--- src/hw/lsu_pkg.sv ---
`default_nettype none

package lsu_pkg;

  // access size, log2 of the byte count
  typedef enum logic [1:0] {
    SIZE_BYTE   = 2'd0,
    SIZE_HALF   = 2'd1,
    SIZE_WORD   = 2'd2,
    SIZE_DOUBLE = 2'd3
  } access_size_t;

  // requesters sharing the ram port
  typedef enum logic {
    PORT_FETCH = 1'b0,
    PORT_DATA  = 1'b1
  } port_id_t;

endpackage : lsu_pkg

`default_nettype wire

--- src/hw/mem_pkg.sv ---
`default_nettype none

package mem_pkg;

  // bytes per memory word
  localparam int WORD_BYTES = 8;

  localparam int WORD_BITS = WORD_BYTES * 8;

  // byte offset bits inside one word
  localparam int OFFSET_BITS = $clog2(WORD_BYTES);

  // one memory or data word
  typedef logic [WORD_BITS-1:0] word_t;

  // one enable per byte lane
  typedef logic [WORD_BYTES-1:0] byte_mask_t;

endpackage : mem_pkg

`default_nettype wire

--- src/hw/mem_arbiter.sv ---
`timescale 1ns/1ps
`default_nettype none

module mem_arbiter
  import mem_pkg::*, lsu_pkg::*;
#(
  parameter int ADDR_WIDTH = 16
) (
  input  logic                              clk,
  input  logic                              arst_n,
  // fetch requester
  input  logic                              fetch_req_valid,
  output logic                              fetch_req_ready,
  input  logic [ADDR_WIDTH-1:0]             fetch_req_addr,
  output logic                              fetch_resp_valid,
  output word_t                             fetch_resp_data,
  // data requester, already lane aligned
  input  logic                              mem_valid,
  output logic                              mem_ready,
  input  logic [ADDR_WIDTH-1:0]             mem_addr,
  input  logic                              mem_write,
  input  byte_mask_t                        mem_mask,
  input  word_t                             mem_wdata,
  output logic                              mem_resp_valid,
  output word_t                             mem_resp_rdata,
  // ram port
  output logic                              ram_en,
  output logic                              ram_write,
  output logic [ADDR_WIDTH-OFFSET_BITS-1:0] ram_word_addr,
  output byte_mask_t                        ram_mask,
  output word_t                             ram_wdata,
  input  word_t                             ram_rdata
);

  // ready stays low until the first cycle after reset
  logic     running;
  port_id_t last_grant;
  logic     pend_valid;
  port_id_t pend_port;
  logic     fetch_fire;
  logic     data_fire;

  // a lone requester wins, otherwise the one not served last
  assign fetch_req_ready = running && (!mem_valid || last_grant == PORT_DATA);
  assign mem_ready       = running && (!fetch_req_valid || last_grant == PORT_FETCH);

  assign fetch_fire = fetch_req_valid && fetch_req_ready;
  assign data_fire  = mem_valid && mem_ready;

  always_comb begin
    ram_en    = fetch_fire || data_fire;
    ram_write = data_fire && mem_write;
    ram_wdata = mem_wdata;
    if (data_fire) begin
      ram_word_addr = mem_addr[ADDR_WIDTH-1:OFFSET_BITS];
      ram_mask      = mem_mask;
    end else begin
      ram_word_addr = fetch_req_addr[ADDR_WIDTH-1:OFFSET_BITS];
      // fetch never writes
      ram_mask      = '0;
    end
  end

  always_ff @(posedge clk or negedge arst_n) begin
    if (!arst_n) begin
      running    <= 1'b0;
      last_grant <= PORT_DATA;
      pend_valid <= 1'b0;
      pend_port  <= PORT_FETCH;
    end else begin
      running    <= 1'b1;
      pend_valid <= ram_en;
      if (ram_en) begin
        last_grant <= data_fire ? PORT_DATA : PORT_FETCH;
        pend_port  <= data_fire ? PORT_DATA : PORT_FETCH;
      end
    end
  end

  // read data lands one cycle after the grant
  assign fetch_resp_valid = pend_valid && pend_port == PORT_FETCH;
  assign mem_resp_valid   = pend_valid && pend_port == PORT_DATA;
  assign fetch_resp_data  = ram_rdata;
  assign mem_resp_rdata   = ram_rdata;

  a_single_grant: assert property (
    @(posedge clk) disable iff (!arst_n)
    (fetch_req_valid && mem_valid) |-> !(fetch_req_ready && mem_ready)
  ) else $error("both requesters granted in one cycle");

  a_single_response: assert property (
    @(posedge clk) disable iff (!arst_n)
    !(fetch_resp_valid && mem_resp_valid)
  ) else $error("two responses in one cycle");

endmodule : mem_arbiter

`default_nettype wire

--- config.mk ---
export PLATFORM = sky130hd
export DESIGN_NAME = mem_arbiter
export DESIGN_NICKNAME = d
export VERILOG_FILES = /design/src/hw/lsu_pkg.sv /design/src/hw/mem_pkg.sv /design/src/hw/mem_arbiter.sv
export SDC_FILE = /design/constraint.sdc
export NUM_CORES = 1
export LEC_CHECK = 0
export ABC_AREA = 0
export BUFFER_PORTS_ARGS = -buffer_cell sky130_fd_sc_hd__clkbuf_2
export CAP_MARGIN = 15
export CORE_AREA = 4 4 152 154
export CTS_BUF_LIST = sky130_fd_sc_hd__clkbuf_4 sky130_fd_sc_hd__clkbuf_8
export DETAILED_ROUTE_END_ITERATION = 8
export DIE_AREA = 0 0 156 158
export PLACE_DENSITY_LB_ADDON = 0.2
export SYNTH_ARGS = -nofsm -noshare
export SYNTH_HDL_FRONTEND = slang
export SYNTH_SLANG_ARGS = --single-unit
--- constraint.sdc ---
create_clock -name clk -period 3.7 [get_ports clk]
set_input_delay 0.555 -clock clk [delete_from_list [all_inputs] [get_ports clk]]
set_output_delay 0.555 -clock clk [all_outputs]
set_load 0.02 [all_outputs]
Word-level counts from Yosys, hierarchy flattened
Cells that the tools add are included.
- register bits after elaboration: 4
- output and inout bits: 219
- reduce and logical (&&, ||, !) cells: 12
- mux-type cells: 3
- bitwise logic cells: 2
- operator list (kind ; number):
    2-to-1 mux 13 bit ; 1
    2-to-1 mux 8 bit ; 1
    logical AND 1 bit ; 7
    logical OR 1 bit ; 3
    logical NOT 1 bit ; 2
    NOT 1 bit ; 2
    2-to-1 mux 1 bit ; 1

Logic depth before layout (Yosys ltp)
- word-level depth: 5
- depth in mapped cells: 4

Worst setup path after synthesis
OpenSTA, ideal clock, no wires.
- path kind: input -> output
- from: input fetch_req_valid
- to: output ram_word_addr[10]
- required time: 3145 ps
- arrival time: 1275 ps
- slack: 1870 ps
- buffers on the path: 1
- stages: 4
- path through: a21boi_4 > nand2_4 > buf_6 > mux2_4
- cells in the longest elaborated chain, start to end: 5
- ends and longest elaborated chain (item ; RTL line ; source):
    from (decl) ; mem_arbiter.sv:12 ; input logic fetch_req_valid,
    logical NOT 1 bit ; mem_arbiter.sv:45 ; assign mem_ready = running && (!fetch_req_valid || last_grant == PORT_FETCH);
    logical OR 1 bit ; mem_arbiter.sv:45 ;
    logical AND 1 bit ; mem_arbiter.sv:45 ;
    logical AND 1 bit ; mem_arbiter.sv:48 ; assign data_fire = mem_valid && mem_ready;
    2-to-1 mux 13 bit ; mem_arbiter.sv:54 ; if (data_fire) begin
    to (decl) ; mem_arbiter.sv:29 ; output logic [ADDR_WIDTH-OFFSET_BITS-1:0] ram_word_addr,
Every way passes these cells.

Final worst setup path
Same ends and word-level chain as after synthesis.

==> out/results.tsv <==
stage	metric	value	unit
outcome	status	completed	
detailed_routing	drt_iter0_drc	25	
clocking	cts_setup_buffers	0	
clocking	numCtsBuffers	3	
sta	period_minus_slack	2.28	ns
clocking	clk_path_buf_depth	2	
clocking	tritoncts	done	
critical_path	reg2reg_from	running$_DFF_PN0_	
critical_path	reg2reg_depth	3	
floorplan	dieArea	0.0246	mm²
sta	clock.fmax	438	MHz
grt	grt_first_pass_wirelength	5030	µm
power	switchingPower	0.0927	mW
floorplan	dieWidth	156	µm
critical_path	startpoint_type	input pin	
detailed_routing	drc_errors	0	
critical_path	critical_path_class	input pin to output port	
sta	fin_crit_sh	61.7	%
power	leakage	0.546	nW
logic_synthesis	synth_seq_cells	4	
floorplan	fp.dieH	158	µm
critical_path	worstSetupEndpointType	output port	
layout	num-fill-cells	2560	
power	combPwrFrac	40.5	%
logic_synthesis	netlist_area	0.00189	mm²
layout	mostFrequentLayoutCell	clkbuf_2	
logic_synthesis	synth.avg_cell_area	8.06	µm²
clocking	clkTransAtPathRegs	0.04	ns
sta	finalSetupViolCount	0	
layout	synthToLayoutAreaGrowth	-39.1	%
layout	final_cell_mix	clkbuf_2, and3_1, mux2_4, mux2_2	
detailed_routing	drtAntennaViolNets	0	
clocking	cts-root-buf	clkbuf_8	
critical_path	path_max_fanout	14	
power	pwr-share-seq	20.4	%
logic_synthesis	synth_cell_type_count	20	
sta	hold_viol	0	
power	sw_frac_of_total	33.5	%
clocking	postCtsResizedCells	0	
critical_path	r2r_slack	2.53	ns
clocking	cts_hold_buf	0	
grt	grt_max_degree	15	
placement	portBuffers	65	
detailed_routing	first_pass_iters	3	
logic_synthesis	synth_cells	234	
placement	gp_congestion	0.600	
power	p_clk_share	39.2	%
clocking	clk_latency	0.22	ns
grt	grt_usage	2.66	%
layout	seq_area	101	µm²
clocking	cts_max_level	1	
sta	rsz0062_at_grt	false	
layout	diodes	0	
floorplan	ios	392	
critical_path	cp_data_required_time	3.14	ns
floorplan	core	0.0217	mm²
logic_synthesis	ys_warn_count	0	
critical_path	arrival	1.73	ns
hold_path	hold_path.class	input pin to asynchronous set/reset pin	
floorplan	start_util	8.70	%
critical_path	r2r-end	pend_port$_DFFE_PN0P_	
logic_synthesis	ys_seq_area_share	5.37	%
critical_path	cp-endpoint	ram_word_addr[10]	
power	p_total	0.277	mW
sta	setup_tns	0	ns
floorplan	rows	54	
detailed_routing	vias	789	
layout	drive_gt1_share	78.7	%
clocking	cts.sinks	4	
power	irDropWorstVdd	0.196	mV
detailed_routing	viasPerCell	2.03	
layout	multi_input_area	320	µm²
critical_path	crit_start	fetch_req_valid	
layout	nNetsFinal	282	
placement	dp.cells	384	
run	cap_violations	0	
grt	grt_pass1_vias	843	
power	p_int	0.184	mW
detailed_routing	wl_per_cell	10.4	µm
placement	hpwl	3480	µm
logic_synthesis	synth_fp_nets	407	
grt	grt.overflow.total	0	
layout	fin_cells	388	
sta	slew_violations	0	
sta	finClkSkew	0.000440	ns
grt	antenna_found_initial	0	
detailed_routing	routed_wl	4050	µm
power	powerDensity	241	mW/mm²
## state kept, by name, indices dropped and copies added, names as in the netlist
register,flops
last_grant,1
pend_port,1
pend_valid,1
running,1
## metal layers
layer	global-route usage, %	share of wire (%)	vias up
met5	0	0	-
met4	6.96	26	0
met3	1.18	17	109
met2	3.41	40	99
met1	1.47	17	302
li1	-	-	279
## cells in the mapped netlist
master,n,area [µm²]
a21boi_0,1,7.51
a21boi_4,1,18.8
a21oi_1,1,5.00
a31oi_1,1,6.26
and2_1,1,6.26
and3_1,9,56.3
buf_2,1,5.00
buf_4,192,1440
buf_6,1,11.3
clkbuf_1,1,3.75
conb_1,1,3.75
dfrtp_1,3,75.1
dfstp_2,1,26.3
inv_1,1,3.75
mux2_2,4,45.0
mux2_4,9,135
nand2_1,3,11.3
nand2_4,1,11.3
nor2b_1,1,6.26
o21a_1,1,7.51
## worst min path at each step
| stage | start | to | slack, ns | cells past startpoint |
|---|---|---|---|---|
| finish | arst_n | pend_port$_DFFE_PN0P_ | 0.13 | 1 |
| detailed placement | arst_n | pend_valid$_DFF_PN0_ | 0.37 | 1 |
| global placement | arst_n | pend_valid$_DFF_PN0_ | 0.37 | 1 |
| CTS | arst_n | pend_valid$_DFF_PN0_ | 0.13 | 1 |
| floorplan | arst_n | pend_port$_DFFE_PN0P_ | 0.26 | 0 |
| global route | arst_n | pend_valid$_DFF_PN0_ | 0.13 | 1 |
## power by group through the flow
stage | clock network [mW] | logic (mW) | registers (mW)
3_3_place_gp | 0 | 0.114 | 0.0574
5_1_grt | 0.117 | 0.121 | 0.0574
6_report | 0.108 | 0.112 | 0.0565
4_1_cts | 0.111 | 0.114 | 0.0567
2_1_floorplan | 0 | 0.373 | 0.0558
3_5_place_dp | 0 | 0.114 | 0.0571
## metrics by stage
step                      hold WS [ns]  utilization, %  worst slack, ns  instance area [µm²]
after CTS                        0.133            5.30             1.38                 1150
after floorplan                  0.259               -             1.87                 1890
after global placement           0.371            5.08             1.40                 1100
after global routing             0.128            5.30             1.27                 1150
final                            0.134            5.30             1.42                 1150
after detailed placement         0.368            5.08             1.38                 1100
## worst max-delay path, stage by stage
cell	delay, ns
clkbuf_2	0.13
a21boi_4	0.31
nand2_4	0.22
mux2_4	0.35
clkbuf_2	0.16
## cell type report
class	instances	area share, %
well taps	280	30.5
flip-flops and latches	4	8.81
clock buffers	4	4.24
inverters	1	0.326
multi-input cells	34	27.9
repair buffers	65	28.3
## cell families after synthesis
logic type / after synthesis / synth area share, %
buffers and inverters: 196 / 77.7
and+or+nand+nor: 15 / 4.84
muxes: 13 / 9.55
AOI/OAI and AO/OA: 5 / 2.39
DFF: 4 / 5.37
other: 1 / 0.199
(Power assumes the default switching activity.)
