`src/hw/lsu_pkg.sv`:
```
`default_nettype none

package lsu_pkg;

  // access size, log2 of the byte count
  typedef enum logic [1:0] {
    SIZE_BYTE   = 2'd0,
    SIZE_HALF   = 2'd1,
    SIZE_WORD   = 2'd2,
    SIZE_DOUBLE = 2'd3
  } access_size_t;

  // requesters sharing the ram port
  typedef enum logic {
    PORT_FETCH = 1'b0,
    PORT_DATA  = 1'b1
  } port_id_t;

endpackage : lsu_pkg

`default_nettype wire

```
`src/hw/mem_pkg.sv`:
```
`default_nettype none

package mem_pkg;

  // bytes per memory word
  localparam int WORD_BYTES = 8;

  localparam int WORD_BITS = WORD_BYTES * 8;

  // byte offset bits inside one word
  localparam int OFFSET_BITS = $clog2(WORD_BYTES);

  // one memory or data word
  typedef logic [WORD_BITS-1:0] word_t;

  // one enable per byte lane
  typedef logic [WORD_BYTES-1:0] byte_mask_t;

endpackage : mem_pkg

`default_nettype wire

```
`src/hw/lsu_align.sv`:
```
`timescale 1ns/1ps
`default_nettype none

module lsu_align
  import mem_pkg::*, lsu_pkg::*;
#(
  parameter int ADDR_WIDTH = 16
) (
  input  logic                  clk,
  input  logic                  arst_n,
  // data port request
  input  logic                  data_req_valid,
  output logic                  data_req_ready,
  input  logic                  data_req_write,
  input  access_size_t          data_req_size,
  input  logic [ADDR_WIDTH-1:0] data_req_addr,
  input  word_t                 data_req_wdata,
  // request towards the arbiter
  output logic                  mem_valid,
  input  logic                  mem_ready,
  output logic [ADDR_WIDTH-1:0] mem_addr,
  output logic                  mem_write,
  output byte_mask_t            mem_mask,
  output word_t                 mem_wdata,
  // response from the arbiter
  input  logic                  mem_resp_valid,
  input  word_t                 mem_resp_rdata,
  // data port response
  output logic                  data_resp_valid,
  output word_t                 data_resp_rdata,
  output logic                  data_resp_misaligned
);

  logic [OFFSET_BITS-1:0] req_off;
  logic [OFFSET_BITS-1:0] align_bits;
  logic                   req_misaligned;
  byte_mask_t             size_mask;

  // captured at the accepting edge for the response
  logic [OFFSET_BITS-1:0] off_q;
  access_size_t           size_q;
  logic                   misaligned_q;
  logic                   write_q;

  word_t                  rd_shifted;
  word_t                  keep_bits;
  byte_mask_t             keep_mask;

  assign req_off = data_req_addr[OFFSET_BITS-1:0];

  // offset bits that must be zero for this size
  assign align_bits = OFFSET_BITS'((32'd1 << data_req_size) - 32'd1);
  assign req_misaligned = (req_off & align_bits) != '0;

  // low lanes covered by the access, before shifting to the offset
  assign size_mask = byte_mask_t'((32'd1 << (32'd1 << data_req_size)) - 32'd1);

  // request side is pure combinational
  assign mem_valid      = data_req_valid;
  assign data_req_ready = mem_ready;
  assign mem_addr       = data_req_addr;
  assign mem_write      = data_req_write;
  assign mem_mask       = req_misaligned ? '0 : byte_mask_t'(size_mask << req_off);
  assign mem_wdata      = data_req_wdata << {req_off, 3'b000};

  always_ff @(posedge clk or negedge arst_n) begin
    if (!arst_n) begin
      off_q        <= '0;
      size_q       <= SIZE_BYTE;
      misaligned_q <= 1'b0;
      write_q      <= 1'b0;
    end else if (data_req_valid && mem_ready) begin
      off_q        <= req_off;
      size_q       <= data_req_size;
      misaligned_q <= req_misaligned;
      write_q      <= data_req_write;
    end
  end

  // bring the lane down to bit 0
  assign rd_shifted = mem_resp_rdata >> {off_q, 3'b000};
  assign keep_mask  = byte_mask_t'((32'd1 << (32'd1 << size_q)) - 32'd1);

  always_comb begin
    for (int b = 0; b < WORD_BYTES; b++) begin
      keep_bits[b*8 +: 8] = {8{keep_mask[b]}};
    end
  end

  // writes and rejected accesses return zero
  assign data_resp_valid      = mem_resp_valid;
  assign data_resp_rdata      = (write_q || misaligned_q) ? '0 : (rd_shifted & keep_bits);
  assign data_resp_misaligned = mem_resp_valid && misaligned_q;

  // an aligned store enables exactly its own byte count
  a_store_mask_width: assert property (
    @(posedge clk) disable iff (!arst_n)
    (mem_valid && mem_write && !req_misaligned)
      |-> ($countones(mem_mask) == (32'd1 << data_req_size))
  ) else $error("store mask does not match access size");

endmodule : lsu_align

`default_nettype wire

```
`config.mk`:
```
export PLATFORM = sky130hd
export DESIGN_NAME = lsu_align
export DESIGN_NICKNAME = d
export VERILOG_FILES = /design/src/hw/lsu_pkg.sv /design/src/hw/mem_pkg.sv /design/src/hw/lsu_align.sv
export SDC_FILE = /design/constraint.sdc
export NUM_CORES = 1
export LEC_CHECK = 0
export ABC_AREA = 0
export BUFFER_PORTS_ARGS = -buffer_cell sky130_fd_sc_hd__buf_2
export CORE_AREA = 2 2 120 122
export CTS_CLUSTER_DIAMETER = 100
export DETAILED_ROUTE_END_ITERATION = 12
export DIE_AREA = 0 0 122 124
export MAX_ROUTING_LAYER = met4
export PLACE_DENSITY = 0.65
export SETUP_SLACK_MARGIN = 0.05
export SYNTH_ARGS = -nofsm -noshare
export SYNTH_HDL_FRONTEND = slang
export SYNTH_SLANG_ARGS = --single-unit
```
`constraint.sdc`:
```
create_clock -name clk -period 2.5 [get_ports clk]
set_input_delay 0.5 -clock clk [delete_from_list [all_inputs] [get_ports clk]]
set_output_delay 0.5 -clock clk [all_outputs]
set_load 0.1 [all_outputs]
```
### Word-level counts from Yosys, hierarchy flattened

Cells that the tools add are included.

| word-level totals | value |
|---|---|
| register bits after elaboration | 7 |
| bits of input ports | 152 |
| output and inout bits | 157 |
| logic and storage cells | 22 |

| operators by class | value |
|---|---|
| add/subtract/negate cells | 3 |
| shifts and indexed selects | 7 |
| multiplexer cells | 2 |
| bitwise gates (word level) | 2 |
| reduce and logical (&&, ||, !) cells | 4 |

Operator list:

| cell | count |
|---|---|
| 64-bit AND | 1 |
| 64-bit 2-to-1 mux | 1 |
| 1-bit by 2-bit left shift with 32-bit output (first input constant) | 2 |
| 1-bit by 32-bit left shift with 8-bit output (first input constant) | 2 |
| 64-bit by 6-bit left shift with 64-bit output | 1 |
| 64-bit by 6-bit >> shifter with 64-bit output | 1 |
| 8-bit by 1-bit subtractor with 8-bit output (second input constant) | 2 |
| 8-bit 2-to-1 mux | 1 |
| 8-bit by 3-bit left shift with 8-bit output | 1 |
| 3-bit AND | 1 |
| 3-bit nonzero test | 1 |
| 3-bit by 1-bit subtractor with 3-bit output (second input constant) | 1 |
| 1-bit logical AND | 2 |
| 1-bit logical OR | 1 |

### Logic depth before layout (Yosys ltp)

| logic depth | value |
|---|---|
| word-level depth | 5 |
| depth in mapped cells | 7 |
| gate-level depth less buffers | 6 |

### Least setup slack after synthesis

Ideal clock, no wire load.

| path | value |
|---|---|
| path kind | input -> output |
| from | in data_req_size[0] |
| to | out mem_mask[7] |
| arrival | 3.721 ns |
| required time | 2.000 ns |
| setup slack | -1.721 ns |
| stages on the path | 7 |
| buffers on the path | 1 |
| path through | clkbuf_1 -> nor2b_1 -> ha_1 -> nor2b_1 -> o22ai_1 -> nor2b_1 -> a211oi_1 |

| on the way | value |
|---|---|
| cells in the longest elaborated chain, start to end | 5 |
| elaborated cells between the ends (all ways) | 8 |
| those cells by class | add/sub: 2; shift: 3; mux: 1; bitwise: 1; reduce/logical: 1 |

Ends and longest elaborated chain:

| element | RTL line | RTL |
|---|---|---|
| start: declaration | lsu_align.sv:15 | `input access_size_t data_req_size,` |
| 1-bit by 2-bit left shift with 32-bit output * | lsu_align.sv:56 | `assign size_mask = byte_mask_t'((32'd1 << (32'd1 << data_req_size)) - 32'd1);` |
| 1-bit by 32-bit left shift with 8-bit output or 3-bit by 1-bit subtractor with 3-bit output (tied branches) | lsu_align.sv:56, lsu_align.sv:52 |  |
| 8-bit by 1-bit subtractor with 8-bit output or 3-bit AND (tied branches) | lsu_align.sv:56, lsu_align.sv:53 |  |
| 8-bit by 3-bit left shift with 8-bit output or 3-bit nonzero test (tied branches) | lsu_align.sv:63, lsu_align.sv:53 |  |
| 8-bit 2-to-1 mux * | lsu_align.sv:63 | `assign mem_mask = req_misaligned ? '0 : byte_mask_t'(size_mask << req_off);` |
| end: declaration | lsu_align.sv:23 | `output byte_mask_t mem_mask,` |

Mark *: on every way between the ends. The rest lies on a longest branch, timed or not.

### Worst setup path in the final report

| path | value |
|---|---|
| from | reg off_q[1] |
| to | out data_resp_rdata[15] |

| on the way | value |
|---|---|
| cells in the longest elaborated chain, start to end | 3 |

Ends and longest elaborated chain:

| element | RTL line | RTL |
|---|---|---|
| start: declaration | lsu_align.sv:40 | `logic [OFFSET_BITS-1:0] off_q;` |
| start signal: assignment | lsu_align.sv:73 | `off_q <= req_off;` |
| 64-bit by 6-bit >> shifter with 64-bit output | lsu_align.sv:81 | `assign rd_shifted = mem_resp_rdata >> {off_q, 3'b000};` |
| 64-bit AND | lsu_align.sv:92 | `assign data_resp_rdata = (write_q \|\| misaligned_q) ? '0 : (rd_shifted & keep_bits);` |
| 64-bit 2-to-1 mux | lsu_align.sv:92 |  |
| end: declaration | lsu_align.sv:30 | `output word_t data_resp_rdata,` |

Every way passes these cells.

==> flow_metrics.env <==
export IMPL_status="complete, no violations"
export IMPL_clock_sinks=7
export IMPL_cts_made_buffers=3
export IMPL_fin_crit_ps=2470
export IMPL_ys_warn_count=0
export IMPL_port_buffers=282
export IMPL_final_util_pct=69.2
export IMPL_p_switching_mw=2.49
export IMPL_async_flop_share_pct=100
export IMPL_synth_edf_count=0
export IMPL_fin_area_um2=9500
export IMPL_first_iter_violations=453
export IMPL_dp_cells=1093
export IMPL_place_area_um2=9160
export IMPL_num_rows=43
export IMPL_first_global_vias=6139
export IMPL_fin_skew_ps=0
export IMPL_power_density_nw_per_um2=447
export IMPL_worst_endpoint_arrival_ps=1970
export IMPL_synth_net_count=794
export IMPL_h_tree_depth=1
export IMPL_cts_hold_buf=0
export IMPL_cp_slowest_stage_delay_ps=440
export IMPL_synth_seq_area_share_pct=3.92
export IMPL_clock_latency_ps=230
export IMPL_intPower_mw=1.76
export IMPL_initial_core_util_pct=32.6
export IMPL_fin_nets=1077
export IMPL_synthDistinctLibCells=47
export IMPL_dieArea_um2=15100
export IMPL_synthCells=640
export IMPL_p_comb_share_pct=89.8
export IMPL_worstPathRequired_ps=2000
export IMPL_cts_tree="done"
export IMPL_wl_per_cell_um=19.1
export IMPL_area_growth_pct=112
export IMPL_drv_slew=0
export IMPL_fin_tns_setup_ps=0
export IMPL_cts_buffer_depth=2
export IMPL_track_usage_pct=26.6
export IMPL_max_freq_mhz=404
export IMPL_synth_seq_cells=7
export IMPL_p_seq_share_pct=3.7
export IMPL_most_common_layout_cells="150 x buf_2, 138 x buf_12, 90 x mux2i_1"
export IMPL_clockPowerShare_pct=6.4
export IMPL_place_gp_congestion=0.925
export IMPL_crit_chain="buf_12, buf_8, mux2i_2, or2_1, a311oi_2, buf_12"
export IMPL_die_w_um=122
export IMPL_post_dp_hpwl_um=17100
export IMPL_grt_max_degree=41
export IMPL_grt_remaining_overflow=0
export IMPL_endpoint_kind="output port"
export IMPL_grt_pass1_wl_um=31400
export IMPL_postSynthAreaPerCell_um2=6.99
export IMPL_start_kind="register"
export IMPL_coreArea_um2=13700
export IMPL_netlist_area_um2=4470
export IMPL_firstDrtPassIters=5
export IMPL_worstMarginPinSlew_ps=548
export IMPL_relSlewSlack_pct=63.5
export IMPL_period_share_pct=98.9
export IMPL_vias_per_cell=5.63
export IMPL_hold_class="in -> async"
export IMPL_antenna_found_initial=1
export IMPL_clkSlewWorstSetupHoldPaths_ps=30
export IMPL_peakVddDrop_uv=288
export IMPL_cp_slowest_cell="dfrtp_2"
export IMPL_route_detailed_drc=0
export IMPL_crit_top_cell="buf_12"
export IMPL_cts_root_buf="clkbuf_16"
export IMPL_die_h_um=124
export IMPL_final_cells=1103
export IMPL_setup_viol=0
export IMPL_via_count=6215
export IMPL_final_common_cell="buf_2"
export IMPL_hold_viol=0
export IMPL_p_total_mw=4.25
export IMPL_rsz0062_at_grt="yes"
export IMPL_swShare_pct=58.5
export IMPL_cap_violations=0
export IMPL_path_class="reg -> out"
export IMPL_cellLeakagePower_nw=4.00
export IMPL_io_pins=309
export IMPL_detail_route_antenna_nets=0
export IMPL_worstPathMaxFanout=20
export IMPL_synth_main_ff_cell="dfrtp_1"
export IMPL_wirelength_um=21100
export IMPL_drive_gt1_share_pct=61.0
## cell usage after synthesis (8+ instances only)
cell type | count | area, um^2
a21oi_1 | 46 | 230
nor2_1 | 93 | 349
and2_1 | 11 | 68.8
mux2i_1 | 103 | 1030
nor2b_1 | 15 | 93.8
and3_1 | 8 | 50.1
nand2b_1 | 10 | 62.6
clkbuf_1 | 12 | 45.0
a311oi_1 | 8 | 70.1
o22ai_1 | 35 | 219
or2_1 | 9 | 56.3
buf_4 | 34 | 255
nand2_1 | 57 | 214
o21ai_0 | 41 | 205
mux2_2 | 59 | 664
buf_2 | 23 | 115
## final timing paths
path,startpoint,to,slack (ps),depth (start not counted)
max in group asynchronous,arst_n,off_q[2]$_DFFE_PN0P_,2240,1
min reg2reg,size_q[1]$_DFFE_PN0P_,size_q[1]$_DFFE_PN0P_,640,2
min,arst_n,misaligned_q$_DFFE_PN0P_,90,1
max reg2reg,off_q[0]$_DFFE_PN0P_,off_q[0]$_DFFE_PN0P_,1450,2
max,off_q[1]$_DFFE_PN0P_,data_resp_rdata[15],30,6
min in group clk,data_req_write,write_q$_DFFE_PN0P_,520,2
## power by group through the flow
stage / registers [mW] / logic, mW / clock network [mW]
finish: 0.158 / 3.82 / 0.273
CTS: 0.155 / 3.69 / 0.277
global route: 0.164 / 3.96 / 0.286
global placement: 0.158 / 3.63 / 0
detailed placement: 0.158 / 3.67 / 0
floorplan: 0.147 / 2.62 / 0
## cell type report
| type | instances | area, um^2 |
|---|---|---|
| antenna | 1 | 2.50 |
| clock buffer | 4 | 78.8 |
| fill | 1031 | 4220 |
| inverter | 1 | 3.75 |
| multi-input combinational | 550 | 4890 |
| sequential | 7 | 179 |
| tap | 180 | 225 |
| timing repair buffer | 360 | 4110 |
## cells by family (layout without fill, tap and decap cells)
kind of cell | count (synthesis) | count (layout) | share of synthesized area, %
and+or+nand+nor | 222 | 222 | 22.7
AOI/OAI and AO/OA | 163 | 163 | 22.6
muxes | 163 | 163 | 38.2
buffers and inverters | 83 | 365 | 12.0
DFF | 7 | 7 | 3.92
adders and majority gates | 2 | 2 | 0.560
other | 0 | 1 | 0
## sequential cells by signal (all words and copies together), names as in the netlist
signal and cells:
misaligned_q 1, off_q 3, size_q 2, write_q 1
## critical path: cells and delay by family, from the launching register on
family | cells | cell delay [ps]
simple gates | 1 | 250
compound gates | 1 | 340
buf+inv | 3 | 550
flops | 1 | 440
mux | 1 | 150
## metrics by stage
step | hold WS, ps | setup slack (ps)
2_1_floorplan | 204 | -581
3_3_place_gp | 337 | 99.0
3_5_place_dp | 342 | 49.7
4_1_cts | 98.2 | 22.3
5_1_grt | 99.1 | -14.4
6_report | 91.3 | 27.3
## metal layers
metal / global-route usage, % / share of wire, %
met5: - / 0
met4: 10.5 / 3.3
met3: 5.27 / 8.6
met2: 48.1 / 52
met1: 28.8 / 36
## timing repair
| action | in CTS | in global routing |
|---|---|---|
| cloned | 0 | 1 |
| resized for setup | 6 | 41 |
| pin swaps | 1 | 6 |
| setup endpoints to repair | 13 | 42 |
| buffers inserted | 2 | 2 |
(Power assumes the default switching activity.)
